==> src/verilog/harness_pkg.sv <==
package harness_pkg;

    // Lane geometry
    localparam int LANE_COUNT = 4;
    localparam int WORD_W     = 8;
    localparam int OP_W       = 2;

    // Per-lane command is valid, opcode, operand
    localparam int CMD_W = 1 + OP_W + WORD_W;
    // Per-lane result is zero flag, accumulator
    localparam int RES_W = 1 + WORD_W;

    localparam int FRAME_IN_W  = LANE_COUNT * CMD_W;
    localparam int FRAME_OUT_W = LANE_COUNT * RES_W;

    // Serial bit counters
    localparam int IN_CNT_W  = $clog2(FRAME_IN_W);
    localparam int OUT_CNT_W = $clog2(FRAME_OUT_W);
    localparam logic [IN_CNT_W-1:0]  IN_LAST  = IN_CNT_W'(FRAME_IN_W - 1);
    localparam logic [OUT_CNT_W-1:0] OUT_LAST = OUT_CNT_W'(FRAME_OUT_W - 1);

    // Opcodes
    localparam logic [OP_W-1:0] OP_ADD  = 2'd0;
    localparam logic [OP_W-1:0] OP_SUB  = 2'd1;
    localparam logic [OP_W-1:0] OP_XOR  = 2'd2;
    localparam logic [OP_W-1:0] OP_LOAD = 2'd3;

endpackage
==> src/verilog/lane_if.sv <==
`timescale 1ns/1ps

interface lane_if;

    // Command side
    logic                            strobe;
    logic                            cmd_valid;
    logic [harness_pkg::OP_W-1:0]    op;
    logic [harness_pkg::WORD_W-1:0]  operand;

    // Result side
    logic [harness_pkg::WORD_W-1:0]  acc;
    logic                            zero;
    logic                            done;

    modport feed (
        output strobe,
        output cmd_valid,
        output op,
        output operand
    );

    modport lane (
        input  strobe,
        input  cmd_valid,
        input  op,
        input  operand,
        output acc,
        output zero,
        output done
    );

    modport drain (
        input  acc,
        input  zero,
        input  done
    );

endinterface

==> src/verilog/harness_top.sv <==
`timescale 1ns/1ps

module harness_top (
    input  logic clock,
    input  logic arst_n,
    input  logic test_in,
    input  logic test_in_en,
    output logic test_out,
    output logic test_out_valid
);

    lane_if lanes [harness_pkg::LANE_COUNT] ();

// --------------------
// Serial in

    harness_input_register i_in (
        .clock      (clock),
        .arst_n     (arst_n),
        .test_in    (test_in),
        .test_in_en (test_in_en),
        .lanes      (lanes)
    );

// --------------------
// Lanes

    for (genvar g = 0; g < harness_pkg::LANE_COUNT; g++) begin : g_lane
        accumulator_lane i_lane (
            .clock  (clock),
            .arst_n (arst_n),
            .port   (lanes[g])
        );
    end

// --------------------
// Serial out

    harness_output_register i_out (
        .clock          (clock),
        .arst_n         (arst_n),
        .lanes          (lanes),
        .test_out       (test_out),
        .test_out_valid (test_out_valid)
    );

endmodule

==> src/verilog/harness_output_register.sv <==
`timescale 1ns/1ps

module harness_output_register (
    input  logic  clock,
    input  logic  arst_n,
    lane_if.drain lanes [harness_pkg::LANE_COUNT],
    output logic  test_out,
    output logic  test_out_valid
);

    logic [harness_pkg::FRAME_OUT_W-1:0] res_frame;
    logic [harness_pkg::FRAME_OUT_W-1:0] shift_q;
    logic [harness_pkg::LANE_COUNT-1:0]  done_vec;
    logic [harness_pkg::OUT_CNT_W-1:0]   bit_cnt;

// --------------------
// Gather lane results

    for (genvar g = 0; g < harness_pkg::LANE_COUNT; g++) begin : g_drain
        assign res_frame[g * harness_pkg::RES_W +: harness_pkg::RES_W] =
            {lanes[g].zero, lanes[g].acc};
        assign done_vec[g] = lanes[g].done;
    end

// --------------------
// Shift out MSB first

    always_ff @(posedge clock or negedge arst_n) begin
        if (!arst_n) begin
            test_out_valid <= 1'b0;
            bit_cnt        <= '0;
        end else if (done_vec[0]) begin
            test_out_valid <= 1'b1;
            bit_cnt        <= harness_pkg::OUT_LAST;
        end else if (test_out_valid) begin
            if (bit_cnt == '0) begin
                test_out_valid <= 1'b0;
            end else begin
                bit_cnt <= bit_cnt - 1'b1;
            end
        end
    end

    always_ff @(posedge clock) begin
        if (done_vec[0]) begin
            shift_q <= res_frame;
        end else if (test_out_valid) begin
            shift_q <= {shift_q[harness_pkg::FRAME_OUT_W-2:0], 1'b0};
        end
    end

    assign test_out = shift_q[harness_pkg::FRAME_OUT_W-1];

// --------------------
// Checks

    // No back-pressure, so a new result must not land mid-shift
    a_no_overlap: assert property (
        @(posedge clock) disable iff (!arst_n)
        (|done_vec) |-> !test_out_valid
    );

    // All lanes finish together
    a_done_aligned: assert property (
        @(posedge clock) disable iff (!arst_n)
        (|done_vec) |-> (&done_vec)
    );

endmodule

==> src/verilog/accumulator_lane.sv <==
`timescale 1ns/1ps

module accumulator_lane (
    input  logic clock,
    input  logic arst_n,
    lane_if.lane port
);

    logic [harness_pkg::WORD_W-1:0] acc_next;

// --------------------
// Opcode execution

    always_comb begin
        case (port.op)
            harness_pkg::OP_ADD:  acc_next = port.acc + port.operand;
            harness_pkg::OP_SUB:  acc_next = port.acc - port.operand;
            harness_pkg::OP_XOR:  acc_next = port.acc ^ port.operand;
            harness_pkg::OP_LOAD: acc_next = port.operand;
            default:              acc_next = port.acc;
        endcase
    end

    // Invalid command still reports done but holds acc
    always_ff @(posedge clock or negedge arst_n) begin
        if (!arst_n) begin
            port.acc  <= '0;
            port.zero <= 1'b1;
            port.done <= 1'b0;
        end else begin
            port.done <= port.strobe;
            if (port.strobe && port.cmd_valid) begin
                port.acc  <= acc_next;
                port.zero <= (acc_next == '0);
            end
        end
    end

// --------------------
// Checks

    // Each command arrives as a one-cycle strobe
    a_strobe_pulse: assert property (
        @(posedge clock) disable iff (!arst_n)
        port.strobe |=> !port.strobe
    );

endmodule

==> src/verilog/harness_input_register.sv <==
`timescale 1ns/1ps

module harness_input_register (
    input  logic clock,
    input  logic arst_n,
    input  logic test_in,
    input  logic test_in_en,
    lane_if.feed lanes [harness_pkg::LANE_COUNT]
);

    logic [harness_pkg::FRAME_IN_W-1:0] shift_q;
    logic [harness_pkg::FRAME_IN_W-1:0] shift_next;
    logic [harness_pkg::FRAME_IN_W-1:0] cmd_q;
    logic [harness_pkg::IN_CNT_W-1:0]   bit_cnt;
    logic                               strobe_q;
    logic                               frame_done;

// --------------------
// Serial capture

    assign shift_next = {shift_q[harness_pkg::FRAME_IN_W-2:0], test_in};
    assign frame_done = test_in_en && (bit_cnt == harness_pkg::IN_LAST);

    always_ff @(posedge clock or negedge arst_n) begin
        if (!arst_n) begin
            bit_cnt  <= '0;
            strobe_q <= 1'b0;
        end else begin
            strobe_q <= frame_done;
            if (frame_done) begin
                bit_cnt <= '0;
            end else if (test_in_en) begin
                bit_cnt <= bit_cnt + 1'b1;
            end
        end
    end

    always_ff @(posedge clock) begin
        if (test_in_en) begin
            shift_q <= shift_next;
        end
        // Whole frame lands with the last bit
        if (frame_done) begin
            cmd_q <= shift_next;
        end
    end

// --------------------
// Per-lane slicing

    for (genvar g = 0; g < harness_pkg::LANE_COUNT; g++) begin : g_feed
        localparam int BASE = g * harness_pkg::CMD_W;

        // Lane 3 arrives first and sits in the top bits
        assign lanes[g].strobe    = strobe_q;
        assign lanes[g].cmd_valid = cmd_q[BASE + harness_pkg::CMD_W - 1];
        assign lanes[g].op        = cmd_q[BASE + harness_pkg::WORD_W +: harness_pkg::OP_W];
        assign lanes[g].operand   = cmd_q[BASE +: harness_pkg::WORD_W];
    end

// --------------------
// Checks

    // Counter never runs past the last frame bit
    a_cnt_range: assert property (
        @(posedge clock) disable iff (!arst_n)
        bit_cnt <= harness_pkg::IN_LAST
    );

endmodule

==> config.mk <==
export PLATFORM = sky130hd
export DESIGN_NAME = harness_top
export DESIGN_NICKNAME = d
export VERILOG_FILES = /design/src/verilog/harness_pkg.sv /design/src/verilog/lane_if.sv /design/src/verilog/harness_top.sv /design/src/verilog/harness_output_register.sv /design/src/verilog/accumulator_lane.sv /design/src/verilog/harness_input_register.sv
export SDC_FILE = /design/constraint.sdc
export NUM_CORES = 1
export LEC_CHECK = 0
export BUFFER_PORTS_ARGS = -buffer_cell sky130_fd_sc_hd__buf_2
export CAP_MARGIN = 20
export CORE_MARGIN = 2
export CORE_UTILIZATION = 25
export CTS_CLUSTER_DIAMETER = 60
export CTS_CLUSTER_SIZE = 28
export DETAILED_ROUTE_END_ITERATION = 10
export GPL_ROUTABILITY_DRIVEN = 0
export GPL_TIMING_DRIVEN = 0
export HOLD_SLACK_MARGIN = 0.08
export PLACE_DENSITY = 0.4
export SYNTH_ARGS = -nofsm -noshare
export SYNTH_HDL_FRONTEND = slang
export SYNTH_SLANG_ARGS = --single-unit
==> constraint.sdc <==
create_clock -name clock -period 10.7 [get_ports clock]
set_input_delay 2.675 -clock clock [delete_from_list [all_inputs] [get_ports clock]]
set_output_delay 2.675 -clock clock [all_outputs]
set_load 0.02 [all_outputs]
==> results.txt, run 1 <==
- The flow ran to the end, and the final reports show no timing, DRC or antenna violations.
* P_leak: 3.77 nW
* Clock period minus worst slack: 4.47 ns
- ANT cells: 0
- Clock net sink count: 174
* Cts bufs inserted: 17
- Maximum level of the CTS H-tree: 4
- Register-to-register setup slack: ~6.9 ns
* Clk slew on worst S/H paths: 0.07 ns
- The final layout contains routed wiring with a total length of roughly 18000 µm.
- For this run, the slowest stage of the critical path takes 0.55 ns.
* Initial core utilization: 0.254
- I/O pins: 6
- Commonest non-fill, non-tap cell in the layout: sky130_fd_sc_hd__edfxtp_1
- Fill cell total of the finished layout: about 3700
- Endpoint of the worst-slack reg-to-reg timing path: g_lane[2].i_lane.port.acc[7]
* Count of final setup violators: 0
- The core region is 35600 µm².
- Headroom to the max-slew limit: 0.386
* CP Data Arrival Time: approximately 4.6 ns
- Slew at the pin closest to its max-slew limit: slightly above 0.9 ns
- The share of the Yosys chip area taken by registers is 0.550.
* CTS Hold Bufs: 0
* First-pass GRT wire length: ~31000 µm
- Clk Tree Root Cell: sky130_fd_sc_hd__clkbuf_16
* Worst hold path stage count: 0
- Share of post-route cells with drive strength above 1: 0.133
- DIE AREA: between 30000 and 40000 µm²
- The critical path is of the primary input to flip-flop type.
* Clk_skew: around 0.012 ns
- Net count reported at finish: around 840
- Total congestion overflow after global routing: 0
- Highest-count cells in the layout ignoring fill and taps: sky130_fd_sc_hd__edfxtp_1 (123), sky130_fd_sc_hd__nand2_1 (71), sky130_fd_sc_hd__nor2_1 (50), sky130_fd_sc_hd__mux2_2 (47), sky130_fd_sc_hd__dfrtp_1 (47)
- First drt pass iteration count: 6
- The netlist uses 67 different library cells.
* Gate count of the mapped netlist: 769
- For this run, design rule violations remaining after detail routing come to 0.
* Power per standard cell area: about 160 nW/µm²
* Post-synthesis to final-layout area growth: 14.3%
* Number of cells on the worst reg-to-reg path: 12
- The tightest hold path in the finished design has a slack of 0.418 ns.
* Max-Cap Viols: 0
- Most prevalent standard cell on the critical path: sky130_fd_sc_hd__buf_4
- Max rail drop VDD: ~0.076 mV
- Crit path required time: between 10 and 15 ns
- Largest buffer count on any clock path: 2
- Number of antenna violations at the first check in global routing: 0
- Dividing the synthesized area by the synthesized cell count gives between 10 and 15 µm².
- Count of final hold-check violations: 0
* Total track usage: 0.102
- Biggest area contributors in the synthesized netlist: sky130_fd_sc_hd__edfxtp_1 (41%), sky130_fd_sc_hd__dfrtp_1 (13%), sky130_fd_sc_hd__mux2_2 (5.8%), sky130_fd_sc_hd__ha_1 (4.8%), sky130_fd_sc_hd__xnor2_1 (4.3%)
- Area fraction of the dominant cell type after synthesis: 0.408
* Unrepaired setup endpoints after global routing: false
- STA classifies the critical path startpoint as a primary input.
- Number of setup buffers added after CTS: 0
* Sum of net half-perimeters after detailed placement: ~14000 µm
- Post-cts resize count: 0
- Via count of the first global-routing pass: around 5700
- Buf+Inv Stages, Crit Path: 4
- Core Rows: between 60 and 70
- The synthesized design contains roughly 170 register bits.
* Die outline height: roughly 190 µm
- Port buffer count: 5
- Cell breakdown of the critical path: buf_2, nand3_1, nor4b_2, buf_4, buf_4, buf_4
* CTS tree: done
- The most used flip-flop cell after synthesis is sky130_fd_sc_hd__edfxtp_1.
- Static timing analysis puts the maximum clock frequency at approximately 220 MHz.
- The min-delay analysis places its worst path in the category flip-flop to flip-flop.
- Among all stages on the critical path, the largest delay is contributed by sky130_fd_sc_hd__nor4b_2.
* Number of antenna-violating nets in the routed design: 0
- Worst-skew pair later-pin latency: around 0.43 ns
- The mapped netlist covers about 9000 µm².
- Final worst-path cycle share: 0.418
* TNS Setup: 0 ns
- After layout, the worst setup slack is roughly 6.2 ns.
- Using the TritonRoute via totals, the vias-per-cell ratio works out to around 4.4.
- Biggest area consumer among synthesized cells: sky130_fd_sc_hd__edfxtp_1
* Initial drt markers: ~280
- Crit path from: test_in_en
- For hold timing, the worst endpoint is i_in.cmd_q[43].
- The worst register-to-register path begins at i_in.cmd_q[30].
- Entering global routing, the biggest net connects 37 pins.
* EDFF count, synth: around 120
- OpenSTA, run right after detailed placement, puts the worst setup slack at 5.69 ns.
* Vias: roughly 5700
* Pins over their slew limit: 0
* Synth Net Count: 812
- In this run the most critical hold path is launched from i_in.shift_q[42].
* Top Family by Delay on Critical Path: buffers and inverters
* Async set-or-reset flop fraction in the synthesized netlist: 0.293
* Endpoint type of the worst setup path: flip-flop
- Yosys warnings: 0
* Wire per inst: roughly 14 µm
- Along the worst path, the maximum fanout reaches 29.
- Die width: a little under 200 µm
-- state kept, by name, summed over array words and instances, names as in the netlist --
signal / count
i_out.test_out_valid: 1
g_lane.i_lane.port.zero: 4
i_in.bit_cnt: 6
i_in.cmd_q: 44
g_lane.i_lane.port.acc: 32
i_in.shift_q: 43
i_out.shift_q: 36
i_out.bit_cnt: 6
g_lane.i_lane.port.done: 1
i_in.lanes.strobe: 1
-- worst max-delay path by stage --
stage                            to  slack (ns)  cells past startpoint
6_report             i_in.cmd_q[38]        6.23                      6
5_1_grt              i_in.cmd_q[38]        5.97                      6
4_1_cts              i_in.cmd_q[38]        6.17                      6
3_5_place_dp         i_in.cmd_q[38]        5.69                      6
3_3_place_gp   i_in.lanes[0].strobe       -1.60                      3
2_1_floorplan  i_in.lanes[0].strobe        2.41                      2
-- cell families (layout without fill, tap and decap cells) --
kind of cell / after synthesis / after routing / share of synthesized area
AOI/OAI and AO/OA: 147 / 147 / 0.108
xor gates and xnor gates: 66 / 66 / 0.0639
adders and majority gates: 39 / 39 / 0.0573
buffers and inverters: 55 / 100 / 0.0230
DFF: 174 / 174 / 0.550
muxes: 53 / 53 / 0.0653
and+or+nand+nor: 235 / 235 / 0.133
-- metrics by stage --
step	util	power (mW)	instance area, µm²	std cells
final	0.291	1.69	10300	1275
after global routing	0.291	1.78	10300	1275
after CTS	0.291	1.72	10300	1275
after detailed placement	0.274	1.08	9750	1243
after global placement	0.271	1.08	9650	1235
after floorplan	-	1.01	9050	769
-- power by group --
group,total (mW),switching [mW],internal (mW)
sequential,0.825,0.0492,0.776
combinational,0.242,0.129,0.113
clock,0.626,0.301,0.325
total,1.69,0.479,1.21
-- synthesized netlist by cell type (all sizes together) (5+ instances only) --
cell type and instances:
mux2i 5, nor4b 6, or3 7, a211oi 6, clkbuf 21, nor4 9
nor3 17, nor2 50, edfxtp 123, or4 12, xnor2 44, a31oi 6
nand2b 22, inv 31, nand2 71, dfrtp 47, mux2 48, xor2 22
o21a 6, nor2b 20, o211ai 5, ha 35, a21oi 32, o21ai 45
o31ai 7
-- worst register-to-register path: stages, from the launching register on --
cell and delay [ns]:
sky130_fd_sc_hd__edfxtp_1 0.39, sky130_fd_sc_hd__clkbuf_1 0.39, sky130_fd_sc_hd__nand2_1 0.30, sky130_fd_sc_hd__o21ai_0 0.41
sky130_fd_sc_hd__inv_1 0.08, sky130_fd_sc_hd__ha_1 0.27, sky130_fd_sc_hd__nor2b_1 0.15, sky130_fd_sc_hd__o31ai_1 0.43
sky130_fd_sc_hd__a32oi_1 0.29, sky130_fd_sc_hd__xor2_1 0.22, sky130_fd_sc_hd__a21oi_1 0.11, sky130_fd_sc_hd__or3_1 0.38
sky130_fd_sc_hd__a221o_1 0.29
-- final cells by class --
class / count / area (µm²) / area share
multi-input combinational: 540 / 3870 / 0.374
sequential: 174 / 4970 / 0.481
clock buffer: 18 / 450 / 0.0436
tap: 461 / 577 / 0.0558
timing repair buffer: 13 / 118 / 0.0114
buffer: 24 / 91.3 / 0.00883
clock inverter: 14 / 144 / 0.0139
inverter: 31 / 116 / 0.0113
-- layer usage --
layer,part of all wire,GRT usage
met5,0,0
met2,0.46,0.162
met1,0.51,0.139
met4,0.012,0.0303
met3,0.018,0.0231
Power figures use the tool's default switching activity.
==> inputs of run 2 (changes only) <==
ABC_AREA = 1   (was unset)
PLACE_DENSITY = 0.42   (was 0.4)
clock period = 4 ns   (was 10.7 ns; I/O delays follow)
==> results.txt, run 2 <==
- The post-synthesis area per instance is 8.90 µm² (-24%).
* Top layer used by detailed routing: met4
* Commonest non-fill, non-tap cell in the layout: sky130_fd_sc_hd__nand2_1
- The cell count of the worst hold path was 0 (unchanged).
* Async set-or-reset flop fraction in the synthesized netlist: 0.293 (unchanged)
- The net count of the finished layout came to 1092 (+29%).
- The worst slew margin relative to its limit was 0.393 (+0.00702).
- The final hold violation count is 0 (unchanged).
- Total length of routed wires: 19500 µm (+5.4%)
* Yosys warnings: 0 (unchanged)
- Biggest area contributors in the synthesized netlist: sky130_fd_sc_hd__edfxtp_1 (41%), sky130_fd_sc_hd__dfrtp_1 (13%), sky130_fd_sc_hd__nand2_1 (12%), sky130_fd_sc_hd__inv_1 (6.4%), sky130_fd_sc_hd__o21ai_0 (5.2%)
- Post-Route Utilization: 0.291 (about the same)
- Largest buffer count on any clock path: 2 (unchanged)
* Area fraction of the dominant cell type after synthesis: 0.406 (-0.00197)
- The starting density of the core was 0.255 (+0.000612).
- Unrepaired setup endpoints after global routing: false
- The data required time at the worst endpoint was 4.28 ns (-6.56 ns).
* Max frequency: ~380 MHz
- P_leak: 4.60 nW (+22%)
* Main synth FF type: sky130_fd_sc_hd__edfxtp_1
- First drt pass iteration count: 5 (-1)
- The largest net degree at the start of global routing is 50 (+35%).
- The post-CTS repair timing setup buffer count came to 0 (unchanged).
- The non-filler instance count after layout was 1523 (+19%).
- Post-DR vias/cell: 4.21 (-5.2%)
- The row count came to 69 (unchanged).
- Fraction of power consumed by the clock network: 0.336 (-0.034)
- Slew at the pin closest to its max-slew limit: 0.910 ns (-0.0105 ns)
- Share of total power in combinational logic: 0.207 (+0.064)
- The setup slack of the worst register-to-register path is 1.33 ns (-5.53 ns).
- Max reg flops: 44 (unchanged)
- Biggest registers after layout: i_in.cmd_q (44), i_in.shift_q (43), i_out.shift_q (36)
* Pins over their slew limit: 0 (unchanged)
- Max rail drop VDD: 0.290 mV (+280%)
* Sort of element at the start of the critical path: flip-flop
- Die outline height: 195 µm (+0.24%)
- Met1 routed wirelength after detailed routing: 9940 µm (+4.9%)
- The cell sitting at the root of the clock tree is a sky130_fd_sc_hd__clkbuf_16.
* Crit path from: i_in.cmd_q[22]
- Total congestion overflow after global routing: 0 (unchanged)
- Gate count of the mapped netlist: 1022 (+33%)
- The via count of the first global-routing pass came to 6398 (+12%).
* Sequential group share of total power: 0.458 (-0.029)
* Design Power: 4.99 mW (+190%)
- Clk slew on worst S/H paths: 0.08 ns (about the same)
* DIE AREA: 37900 µm² (+0.47%)
* Part of the Yosys area used for sequential elements: 0.547 (-0.00265)
* Endpoint of the worst-slack reg-to-reg timing path: g_lane[2].i_lane.port.acc[7]
* Dpl cells: 1490 (+20%)
- Biggest area consumer among synthesized cells: sky130_fd_sc_hd__edfxtp_1
- TritonCTS built the clock tree.
* Vias: 6415 (+13%)
* Clk_skew: 0.0177 ns (+0.00564 ns)
* Leading cell types by count after synthesis: sky130_fd_sc_hd__nand2_1 (285), sky130_fd_sc_hd__inv_1 (155), sky130_fd_sc_hd__edfxtp_1 (123)
- The global router's overall resource usage is 0.110 (+0.00745).
* Worst-skew pair later-pin latency: 0.42 ns (about the same)
- ANT cells: 0 (unchanged)
- Die width: 195 µm (+0.24%)
- The length of routed met3 wiring was 384 µm (+13%).
- The number of antenna violations at the first check in global routing came to 0 (unchanged).
- Post-cts resize count: 0 (unchanged)
- The tightest min-delay check is of the flip-flop to flip-flop type.
- The net count of the mapped netlist is 1065 (+31%).
* Max-Cap Viols: 0 (unchanged)
- Fill cell total of the finished layout: 3742 (+2.5%)
- Number of flip-flops and latches in the synthesized netlist: 174 (unchanged)
- First-pass GRT wire length: 33400 µm (+8.3%)
* Maximum level of the CTS H-tree: 4 (unchanged)
- The depth of the most critical reg-to-reg path was 17 (+5).
- The iteration-0 DRC count of the detailed router was 351 (+28%).
- Final worst-path cycle share: 0.666
- Internal: 3.41 mW (+180%)
- The share of cells above drive strength 1 came to 0.0640 (-0.0686).
- By instance count, the leading cell after synthesis is sky130_fd_sc_hd__nand2_1.
* CTS Hold Bufs: 0 (unchanged)
- Total standard cell area after synthesis: 9090 µm² (+0.48%)
- Highest fanout seen on the critical path: 4 (-86%)
* Distinct cell type count of the synthesized netlist: 33 (-51%)
- Reg2Reg Launch Point: i_in.cmd_q[22]
* Run status: finished clean
- Power per standard cell area: 481 nW/µm² (+190%)
- Endpoint type of the worst setup path: flip-flop
- Sum of net half-perimeters after detailed placement: 14300 µm (+5.8%)
- CP Data Arrival Time: 2.95 ns (-1.66 ns)
* Switch share: 0.317 (+0.0344)
* Critical path endpoint: g_lane[2].i_lane.port.acc[7]
- The area growth from synthesis to layout is 14.0%.
- The wire length per cell is 12.8 µm (-12%).
- Number of antenna-violating nets in the routed design: 0 (unchanged)
- Type of the setup path with the least slack: flip-flop to flip-flop
* Core Region: 35700 µm² (+0.24%)
* Most flop-heavy register: i_in.cmd_q
- The count of endpoints failing setup in the final report came to 0 (unchanged).
* Highest-count cells in the layout ignoring fill and taps: sky130_fd_sc_hd__nand2_1 (285), sky130_fd_sc_hd__inv_1 (154), sky130_fd_sc_hd__edfxtp_1 (123), sky130_fd_sc_hd__o21ai_0 (94), sky130_fd_sc_hd__nand3_1 (67)
* I/O pins: 6 (unchanged)
- Switching power of the nets: 1.58 mW (+230%)
* Cts bufs inserted: 17 (unchanged)
* Clock net sink count: 174 (unchanged)
- Port buffer count: 5 (unchanged)
* EDFF count, synth: 123 (unchanged)
- The tightest hold margin came to 0.424 ns (+0.00595 ns).
- The length of routed met2 wiring came to 8950 µm (+6.2%).
- Total DRC errors in the routed layout: 0 (unchanged)
- Clock period minus worst slack: ~2.7 ns
-- run 2: area by class of cell --
class / count / area [µm²] / share of cell area
Clock inverter: 15 / 175 / 0.0169
Buffer: 15 / 67.6 / 0.00652
Clock buffer: 17 / 425 / 0.0411
Multi-Input combinational cell: 672 / 3440 / 0.332
Sequential cell: 174 / 4970 / 0.480
Timing Repair Buffer: 8 / 92.6 / 0.00894
Tap cell: 461 / 577 / 0.0557
Inverter: 161 / 607 / 0.0586
-- run 2: metal layers --
metal	track usage	up-vias
met4	0.0299	0
met1	0.150	2926
li1	-	3427
met2	0.178	52
met3	0.0189	10
met5	0	-
-- run 2: worst min-delay path by stage --
| stage | from | endpoint | slack [ns] |
|---|---|---|---|
| CTS | i_in.shift_q[42] | i_in.cmd_q[43] | 0.42 |
| detailed placement | i_in.shift_q[42] | i_in.cmd_q[43] | 0.41 |
| global placement | i_in.shift_q[42] | i_in.cmd_q[43] | 0.40 |
| global route | i_in.shift_q[42] | i_in.cmd_q[43] | 0.45 |
| floorplan | i_in.shift_q[42] | i_in.cmd_q[43] | 0.40 |
| finish | i_in.shift_q[42] | i_in.cmd_q[43] | 0.42 |
-- run 2: cells by family (layout without fill, tap and decap cells) --
group	Yosys count	in the layout	synth area share
simple gates	449	449	0.206
buf+inv	176	216	0.0742
flops	174	174	0.547
compound gates	159	159	0.0915
fa+ha+maj	39	39	0.0570
xor+xnor	24	24	0.0231
mux	1	1	0.00124
-- run 2: through the flow --
stage | TNS, ns | worst slack (ns) | area [µm²]
floorplan | 0 | 1.42 | 9090
global placement | -9.24 | -0.213 | 9690
detailed placement | 0 | 0.531 | 9740
CTS | 0 | 0.999 | 10300
global route | 0 | 0.964 | 10400
finish | 0 | 1.33 | 10400
-- run 2: critical path: stages, from the launching register on --
cell	delay, ns
sky130_fd_sc_hd__edfxtp_1	0.42
sky130_fd_sc_hd__inv_1	0.10
sky130_fd_sc_hd__ha_1	0.14
sky130_fd_sc_hd__inv_1	0.04
sky130_fd_sc_hd__nor3_1	0.12
sky130_fd_sc_hd__inv_1	0.09
sky130_fd_sc_hd__o31ai_1	0.29
sky130_fd_sc_hd__xor2_1	0.17
sky130_fd_sc_hd__inv_1	0.06
sky130_fd_sc_hd__ha_1	0.32
sky130_fd_sc_hd__nand2_1	0.10
sky130_fd_sc_hd__inv_1	0.04
sky130_fd_sc_hd__a21oi_1	0.15
sky130_fd_sc_hd__nand2_1	0.09
sky130_fd_sc_hd__nand3_1	0.07
sky130_fd_sc_hd__nand2_1	0.05
sky130_fd_sc_hd__a21oi_1	0.16
sky130_fd_sc_hd__o21ai_0	0.10
-- run 2: power groups by stage --
| stage | clock [mW] | sequential, mW | combinational [mW] |
|---|---|---|---|
| after floorplan | 0 | 2.27 | 0.797 |
| after CTS | 1.74 | 2.29 | 1.04 |
| final | 1.68 | 2.28 | 1.03 |
| after detailed placement | 0 | 2.32 | 1.04 |
| after global routing | 1.81 | 2.32 | 1.22 |
| after global placement | 0 | 2.32 | 1.02 |
